`config.mk`:
```
export PLATFORM = sky130hd
export DESIGN_NAME = rom_matrix_system
export DESIGN_NICKNAME = d
export VERILOG_FILES = /design/src/source/rom_matrix_pkg.sv /design/src/source/rom_matrix_system.sv /design/src/source/seq_control.sv /design/src/source/acc_unit.sv /design/src/source/rom_matrix.sv /design/src/source/rom_store.sv
export SDC_FILE = /design/constraint.sdc
export NUM_CORES = 1
export LEC_CHECK = 0
export BUFFER_PORTS_ARGS = -buffer_cell sky130_fd_sc_hd__buf_4
export CORE_ASPECT_RATIO = 0.9
export CORE_MARGIN = 2
export CORE_UTILIZATION = 55
export CTS_CLUSTER_SIZE = 14
export DETAILED_ROUTE_END_ITERATION = 10
export GPL_TIMING_DRIVEN = 0
export PLACE_DENSITY = 0.8
export SYNTH_ARGS = -nofsm -noshare
export SYNTH_HDL_FRONTEND = slang
export SYNTH_HIERARCHICAL = 1
export SYNTH_SLANG_ARGS = --single-unit
export TNS_END_PERCENT = 30
```
`constraint.sdc`:
```
create_clock -name clock -period 4.1 [get_ports clock]
set_input_delay 0.205 -clock clock [delete_from_list [all_inputs] [get_ports clock]]
set_output_delay 0.205 -clock clock [all_outputs]
set_load 0.01 [all_outputs]
```
`src/source/rom_matrix_pkg.sv`:
```
`default_nettype none

package rom_matrix_pkg;

   // matrix geometry
   localparam int rom_rows = 8;
   localparam int rom_cols = 8;
   localparam int rom_depth = rom_rows * rom_cols;
   localparam int rom_index_bits = $clog2(rom_depth);
   localparam int data_width = 8;

   // opcodes shared by both devices
   localparam logic [3:0] op_nop = 4'h0;

   // matrix device
   localparam logic [3:0] op_ldr = 4'h1;
   localparam logic [3:0] op_ldc = 4'h2;

   // accumulator device
   localparam logic [3:0] op_lda = 4'h1;
   localparam logic [3:0] op_add = 4'h2;
   localparam logic [3:0] op_adi = 4'h3;

   localparam logic [1:0] st_reset = 2'h0;
   localparam logic [1:0] st_ready = 2'h1;
   localparam logic [1:0] st_error = 2'h2;

   localparam logic [3:0] dev_system = 4'h0;
   localparam logic [3:0] dev_matrix = 4'h1;
   localparam logic [3:0] dev_acc = 4'h2;

   localparam logic [3:0] sys_nop = 4'h0;
   localparam logic [3:0] sys_clear = 4'h1;

   // bit positions in the sys_clear mask
   localparam int clr_matrix_bit = 0;
   localparam int clr_acc_bit = 1;
   localparam int clr_seq_bit = 2;

   typedef union packed {
      struct packed {
         logic [3:0] dev;
         logic [3:0] opcode;
         logic [7:0] imm;
      } dev_view;
      struct packed {
         logic [3:0] dev;
         logic [3:0] op;
         logic [7:0] mask;
      } sys_view;
   } cmd_word_t;

   // fixed rom contents, address * 37 + 11 truncated to a byte
   function automatic logic [data_width-1:0] rom_byte(input int unsigned addr);
      return data_width'(addr * 37 + 11);
   endfunction

endpackage

`default_nettype wire
```
`src/source/rom_matrix_system.sv`:
```
`timescale 1ns/1ps
`default_nettype none

module rom_matrix_system (
   input  logic                                clock,
   input  logic                                reset,
   input  logic [15:0]                         cmd,
   input  logic                                cmd_strobe,
   output logic [15:0]                         rom_addr,
   output logic [rom_matrix_pkg::data_width-1:0] matrix_out,
   output logic [rom_matrix_pkg::data_width-1:0] acc,
   output logic [2:0]                          error
);

   logic [11:0] inst;
   logic matrix_en;
   logic acc_en;
   logic clear_matrix;
   logic clear_acc;
   logic matrix_error;
   logic acc_error;
   logic [rom_matrix_pkg::data_width-1:0] rom_data;

   seq_control i_seq_control (
      .clock        (clock),
      .reset        (reset),
      .cmd          (cmd),
      .cmd_strobe   (cmd_strobe),
      .matrix_error (matrix_error),
      .acc_error    (acc_error),
      .inst         (inst),
      .matrix_en    (matrix_en),
      .acc_en       (acc_en),
      .clear_matrix (clear_matrix),
      .clear_acc    (clear_acc),
      .error        (error)
   );

   rom_matrix i_rom_matrix (
      .clock    (clock),
      .reset    (reset),
      .inst     (inst),
      .inst_en  (matrix_en),
      .clear    (clear_matrix),
      .rom_data (rom_data),
      .rom_addr (rom_addr),
      .out      (matrix_out),
      .error    (matrix_error)
   );

   rom_store i_rom_store (
      .addr (rom_addr),
      .data (rom_data)
   );

   // accumulator reads the byte the matrix device currently points at
   acc_unit i_acc_unit (
      .clock   (clock),
      .reset   (reset),
      .inst    (inst),
      .inst_en (acc_en),
      .clear   (clear_acc),
      .data    (matrix_out),
      .acc     (acc),
      .error   (acc_error)
   );

endmodule

`default_nettype wire

```
`src/source/seq_control.sv`:
```
`timescale 1ns/1ps
`default_nettype none

module seq_control (
   input  logic                      clock,
   input  logic                      reset,
   input  rom_matrix_pkg::cmd_word_t cmd,
   input  logic                      cmd_strobe,
   input  logic                      matrix_error,
   input  logic                      acc_error,
   output logic [11:0]               inst,
   output logic                      matrix_en,
   output logic                      acc_en,
   output logic                      clear_matrix,
   output logic                      clear_acc,
   output logic [2:0]                error
);

   rom_matrix_pkg::cmd_word_t cmd_q;
   logic strobe_q;
   logic bad_dev;
   logic bad_dev_flag;
   logic clear_seq;

   // host word capture, one cycle of dispatch latency
   always_ff @(posedge clock) begin
      if (reset) begin
         strobe_q <= 1'b0;
      end else begin
         strobe_q <= cmd_strobe;
      end
   end

   always_ff @(posedge clock) begin
      if (cmd_strobe) begin
         cmd_q <= cmd;
      end
   end

   assign inst = {cmd_q.dev_view.opcode, cmd_q.dev_view.imm};

   always_comb begin
      matrix_en = 1'b0;
      acc_en = 1'b0;
      clear_matrix = 1'b0;
      clear_acc = 1'b0;
      clear_seq = 1'b0;
      bad_dev = 1'b0;
      if (strobe_q) begin
         case (cmd_q.dev_view.dev)
            rom_matrix_pkg::dev_system: begin
               if (cmd_q.sys_view.op == rom_matrix_pkg::sys_clear) begin
                  clear_matrix = cmd_q.sys_view.mask[rom_matrix_pkg::clr_matrix_bit];
                  clear_acc = cmd_q.sys_view.mask[rom_matrix_pkg::clr_acc_bit];
                  clear_seq = cmd_q.sys_view.mask[rom_matrix_pkg::clr_seq_bit];
               end // sys_nop and others do nothing
            end
            rom_matrix_pkg::dev_matrix: begin
               matrix_en = 1'b1;
            end
            rom_matrix_pkg::dev_acc: begin
               acc_en = 1'b1;
            end
            default: begin
               bad_dev = 1'b1;
            end
         endcase
      end
   end

   // sticky until a sys_clear with mask bit 2
   always_ff @(posedge clock) begin
      if (reset) begin
         bad_dev_flag <= 1'b0;
      end else if (clear_seq) begin
         bad_dev_flag <= 1'b0;
      end else if (bad_dev) begin
         bad_dev_flag <= 1'b1;
      end
   end

   assign error = {bad_dev_flag, acc_error, matrix_error};

endmodule

`default_nettype wire

```
`src/source/acc_unit.sv`:
```
`timescale 1ns/1ps
`default_nettype none

module acc_unit (
   input  logic                                clock,
   input  logic                                reset,
   input  logic [11:0]                         inst,
   input  logic                                inst_en,
   input  logic                                clear,
   input  logic [rom_matrix_pkg::data_width-1:0] data,
   output logic [rom_matrix_pkg::data_width-1:0] acc,
   output logic                                error
);

   logic [1:0] state;
   logic [3:0] opcode;
   logic [7:0] imm;

   assign opcode = inst[11:8];
   assign imm = inst[7:0];
   assign error = (state == rom_matrix_pkg::st_error);

   // sums wrap modulo 256
   always_ff @(posedge clock) begin
      if (reset || clear) begin
         state <= rom_matrix_pkg::st_reset;
         acc <= '0;
      end else begin
         case (state)
            rom_matrix_pkg::st_reset: begin
               state <= rom_matrix_pkg::st_ready;
            end
            rom_matrix_pkg::st_ready: begin
               if (inst_en) begin
                  case (opcode)
                     rom_matrix_pkg::op_nop: begin
                     end
                     rom_matrix_pkg::op_lda: begin
                        acc <= data; // byte from the matrix device
                     end
                     rom_matrix_pkg::op_add: begin
                        acc <= acc + data;
                     end
                     rom_matrix_pkg::op_adi: begin
                        acc <= acc + imm;
                     end
                     default: begin
                        state <= rom_matrix_pkg::st_error;
                        acc <= '0;
                     end
                  endcase
               end
            end
            rom_matrix_pkg::st_error: begin
               acc <= '0; // sticky
            end
            default: begin
               state <= rom_matrix_pkg::st_error;
               acc <= '0;
            end
         endcase
      end
   end

endmodule

`default_nettype wire

```
`src/source/rom_matrix.sv`:
```
`timescale 1ns/1ps
`default_nettype none

module rom_matrix (
   input  logic                                clock,
   input  logic                                reset,
   input  logic [11:0]                         inst,
   input  logic                                inst_en,
   input  logic                                clear,
   input  logic [rom_matrix_pkg::data_width-1:0] rom_data,
   output logic [15:0]                         rom_addr,
   output logic [rom_matrix_pkg::data_width-1:0] out,
   output logic                                error
);

   logic [1:0] state;
   logic [7:0] row;
   logic [7:0] col;
   logic [3:0] opcode;
   logic [7:0] imm;

   assign opcode = inst[11:8];
   assign imm = inst[7:0];

   // row-major linear address, may run past the table
   assign rom_addr = 16'(row * rom_matrix_pkg::rom_cols + col);
   assign out = rom_data;
   assign error = (state == rom_matrix_pkg::st_error);

   always_ff @(posedge clock) begin
      if (reset || clear) begin
         state <= rom_matrix_pkg::st_reset;
         row <= '0;
         col <= '0;
      end else begin
         case (state)
            rom_matrix_pkg::st_reset: begin
               state <= rom_matrix_pkg::st_ready; // one settling cycle
            end
            rom_matrix_pkg::st_ready: begin
               if (inst_en) begin
                  case (opcode)
                     rom_matrix_pkg::op_nop: begin
                     end
                     rom_matrix_pkg::op_ldr: begin
                        row <= imm;
                     end
                     rom_matrix_pkg::op_ldc: begin
                        col <= imm;
                     end
                     default: begin
                        state <= rom_matrix_pkg::st_error;
                        row <= '0;
                        col <= '0;
                     end
                  endcase
               end
            end
            rom_matrix_pkg::st_error: begin
               row <= '0; // held until clear
               col <= '0;
            end
            default: begin
               state <= rom_matrix_pkg::st_error;
               row <= '0;
               col <= '0;
            end
         endcase
      end
   end

endmodule

`default_nettype wire

```
`src/source/rom_store.sv`:
```
`timescale 1ns/1ps
`default_nettype none

module rom_store (
   input  logic [15:0]                         addr,
   output logic [rom_matrix_pkg::data_width-1:0] data
);

   logic [rom_matrix_pkg::data_width-1:0] rom_table [rom_matrix_pkg::rom_depth];

   // contents fixed by rom_byte
   for (genvar i = 0; i < rom_matrix_pkg::rom_depth; i++) begin : g_table
      assign rom_table[i] = rom_matrix_pkg::rom_byte(i);
   end

   always_comb begin
      if (addr < 16'(rom_matrix_pkg::rom_depth)) begin
         data = rom_table[addr[rom_matrix_pkg::rom_index_bits-1:0]];
      end else begin
         data = '0; // outside the matrix
      end
   end

endmodule

`default_nettype wire

```
==> impl_metrics.py <==
metrics = {
    "placement": {
        "gp_congestion": 0.9334,
        "dp_cells": 499,
        "port_buffers": 49,
        "hpwl_um": 6022,
    },
    "critical_path": {
        "critPathMaxFanout": 10,
        "cp_slowest_cell": "fa_2",
        "endpoint": "i_acc_unit/acc[4]$_SDFFE_PP0P_",
        "cp.depth": 17,
        "startpoint": "i_rom_matrix/row[0]$_SDFFE_PP0P_",
        "reg2reg_depth": 17,
        "start_kind": "register",
        "worstPathArrival_ps": 4100,
        "path_buf_inv": 3,
        "slowest_delay_ps": 610,
        "crit_family": "adder cells",
        "endpoint_kind": "register",
        "rr_endpoint": "i_acc_unit/acc[4]$_SDFFE_PP0P_",
        "reg2reg_slack_ps": 190,
        "regToRegStartpoint": "i_rom_matrix/row[0]$_SDFFE_PP0P_",
        "required_ps": 4280,
        "path_cells": "ha_1 > fa_2 > buf_4 > nand2_1 > or3_1 > nor3_2 > a211oi_2 > buf_4 > mux2_2 > ha_1 > inv_1 > fa_1 > nor2b_2 > o21a_1 > or3_1 > a32oi_1 > a21oi_1",
        "crit_type": "register to register",
    },
    "drt": {
        "finalWirelength_um": 7867,
        "firstDrtPassIters": 5,
        "vias_per_cell": 5.920,
        "wl_per_cell_um": 15.43,
        "drc": 0,
        "drtIter0Drc": 181,
        "antenna_left": 0,
        "num_vias": 3019,
    },
    "yosys": {
        "muxShareOfSynthArea_pct": 2.668,
        "netlist_instances": 377,
        "synth_top_family_by_area": "compound AO/OA/AOI/OAI gates",
        "synth_adder_area_share_pct": 8.719,
        "synth_flop_cell": "dfxtp_1",
        "yosysSeqAreaShare_pct": 32.47,
        "synth-seq-cells": 46,
        "synth-edff-count": 16,
        "synth_compound_area_share_pct": 21.87,
        "avgSynthCellArea_um2": 8.831,
        "yosysUniqueCellTypes": 67,
        "synth-async-reset-ratio_pct": 0,
        "synthSimpleGateAreaFrac_pct": 20.59,
        "yosys_warnings": 6,
        "syn-cell-area_um2": 3329,
        "synth_xor_xnor_area_share_pct": 2.104,
    },
    "layout": {
        "final_cells": 510,
        "syn2layout_area_growth_pct": 19.32,
        "post-route-util_pct": 68.99,
        "multiInputGateArea_um2": 1943,
        "diodes": 0,
        "drive_gt1_share_pct": 29.09,
        "nFillCells": 472,
        "final_cell_mix": "buf_4, nand2_1, a21oi_1, dfxtp_1, ha_1",
        "nets": 480,
        "seqCellArea_um2": 1081,
        "final_common_cell": "buf_4",
    },
    "global_routing": {
        "antenna_found_initial": 0,
        "grtUsageTotal_pct": 24.27,
        "gr-total-overflow": 0,
        "grt_pass1_vias": 2778,
        "grt_pass1_wl_um": 12990,
        "grt_max_degree": 18,
    },
    "clock_network": {
        "clkSinkCount": 46,
        "clk_pin_slew_ps": 90,
        "cts_max_level": 2,
        "clk_path_buf_depth": 2,
        "clk_latency_ps": 300,
        "cts_tree": "done",
        "cts_buffers": 5,
        "cts_root_buf": "clkbuf_8",
    },
    "pwr": {
        "irDropWorstVdd_v": 0.0001794,
        "power.density_nw_per_um2": 222.9,
        "p_leak_nw": 1.680,
        "power.total_w": 0.0008856,
    },
    "floorplan": {
        "io_pins": 54,
        "core_area_um2": 5758,
        "dieArea_um2": 6693,
        "die_x_um": 86.02,
        "start_util_pct": 57.82,
        "fp-row-count": 26,
        "die_h_um": 77.81,
    },
    "sta": {
        "relSlewSlack_pct": 44.31,
        "finalCritPeriodShare_pct": 95.44,
        "timing.fmax_ghz": 0.2555,
        "worst_hold_slack_ps": 69.31,
        "slew_viol_final": 0,
        "fin_worst_skew_ps": 9.697,
        "period_needed_ps": 3913,
        "hold_viol_final": 0,
        "finalSetupViolations": 0,
        "tightest_slew_ps": 833.2,
    },
    "min_path": {
        "hold_class": "input pin to register",
    },
    "run": {
        "drv_cap": 0,
    },
    "outcome": {
        "status": "complete, no violations",
    },
}
## area by class of cell
cell class / instances / share of cell area [%]
flip-flops and latches: 46 / 27.21
multi-input cells: 274 / 48.91
repair buffers: 52 / 9.827
clock buffers: 6 / 1.827
clock inverters: 2 / 0.3465
well taps: 70 / 2.205
plain buffers: 47 / 8.441
inverters: 13 / 1.228
## worst reg2reg max path, stage by stage, from the launching register on
cell and delay (ps):
dfxtp_1 330, ha_1 230, fa_2 610, buf_4 190
nand2_1 80, or3_1 370, nor3_2 150, a211oi_2 60
buf_4 150, mux2_2 260, ha_1 210, inv_1 70
fa_1 220, nor2b_2 60, o21a_1 170, or3_1 300
a32oi_1 220, a21oi_1 90
## layer usage
metal	wire length [um]	track usage (%)	part of all wire [%]
met5	0	0	0
met4	109	6.508	1.4
met3	535	4.574	6.8
met2	3721	39.22	47
met1	3501	33.20	45
## flip-flops by register name, summed over array words and instances, names as in the netlist
name,count
i_rom_matrix/row,8
i_rom_matrix/state,2
i_seq_control/bad_dev_flag,1
i_acc_unit/acc,8
i_seq_control/cmd_q,16
i_seq_control/strobe_q,1
i_acc_unit/state,2
i_rom_matrix/col,8
## stage by stage
stage	setup TNS, ps	worst slack, ps	instance area [um^2]
after floorplan	0	298.1	3341
after global placement	-261.0	-151.3	3796
after detailed placement	-255.8	-143.3	3796
after CTS	0	18.80	3909
after global routing	-37.32	-30.45	3973
final	0	186.9	3973
## what timing repair did
| action | CTS | global route |
|---|---|---|
| gates resized for setup | 3 | 10 |
| gates cloned | 0 | 0 |
| pin swaps | 1 | 3 |
| setup buffers | 1 | 2 |
| setup endpoints to repair | 3 | 6 |
| hold buffers | 0 | 0 |
## Yosys cell counts (all sizes together), types with 2 or more instances
master | count | area share (%)
edfxtp | 16 | 14
ha | 20 | 7.5
and3 | 3 | 0.56
a21o | 4 | 0.90
o21bai | 4 | 1.1
inv | 13 | 1.5
nor4b | 3 | 1.2
dfxtp | 30 | 18
nor4 | 2 | 0.38
o21a | 2 | 0.45
nor3b | 3 | 0.68
nor2b | 12 | 2.3
o21ba | 4 | 1.2
nor2 | 19 | 2.2
xor2 | 2 | 0.53
o22ai | 2 | 0.38
buf | 43 | 9.5
a31oi | 6 | 1.1
and4 | 2 | 0.53
o311ai | 2 | 0.53
xnor2 | 6 | 1.6
a22oi | 3 | 0.68
a21oi | 33 | 5.0
or3 | 3 | 0.56
nand3 | 2 | 0.30
mux2 | 7 | 2.4
a211o | 2 | 0.53
nor3 | 11 | 2.0
nand2 | 33 | 3.7
o21ai | 16 | 2.5
and2 | 7 | 1.3
fa | 2 | 1.2
nand2b | 4 | 0.75
a211oi | 14 | 3.2
nand4 | 17 | 3.2
clkbuf | 4 | 0.49
or2 | 3 | 0.56
## how the worst min path moves through the flow
stage / slack [ps] / cells after the start / endpoint / startpoint
floorplan: 280 / 1 / i_seq_control/strobe_q$_SDFF_PP0_ / reset
global placement: 380 / 1 / i_seq_control/cmd_q[3]$_DFFE_PP_ / cmd[3]
detailed placement: 380 / 1 / i_seq_control/cmd_q[4]$_DFFE_PP_ / cmd[4]
CTS: 60 / 1 / i_seq_control/cmd_q[1]$_DFFE_PP_ / cmd[1]
global route: 60 / 1 / i_seq_control/cmd_q[1]$_DFFE_PP_ / cmd[1]
finish: 70 / 1 / i_seq_control/cmd_q[1]$_DFFE_PP_ / cmd[1]
## logic make-up after synthesis
kind of cell | Yosys count
simple gates | 126
compound gates | 106
buf+inv | 60
flops | 46
fa+ha+maj | 22
xor+xnor | 8
mux | 8
other cells | 1
## power by group
part           leakage, nW  switching (W)  internal, W
clock               0.0452       0.000159     0.000121
combinational         1.24      0.0000543    0.0000522
sequential           0.399     0.00000988     0.000489
total                 1.68       0.000224     0.000662
Note: power is estimated with default switching activity, not from simulation.
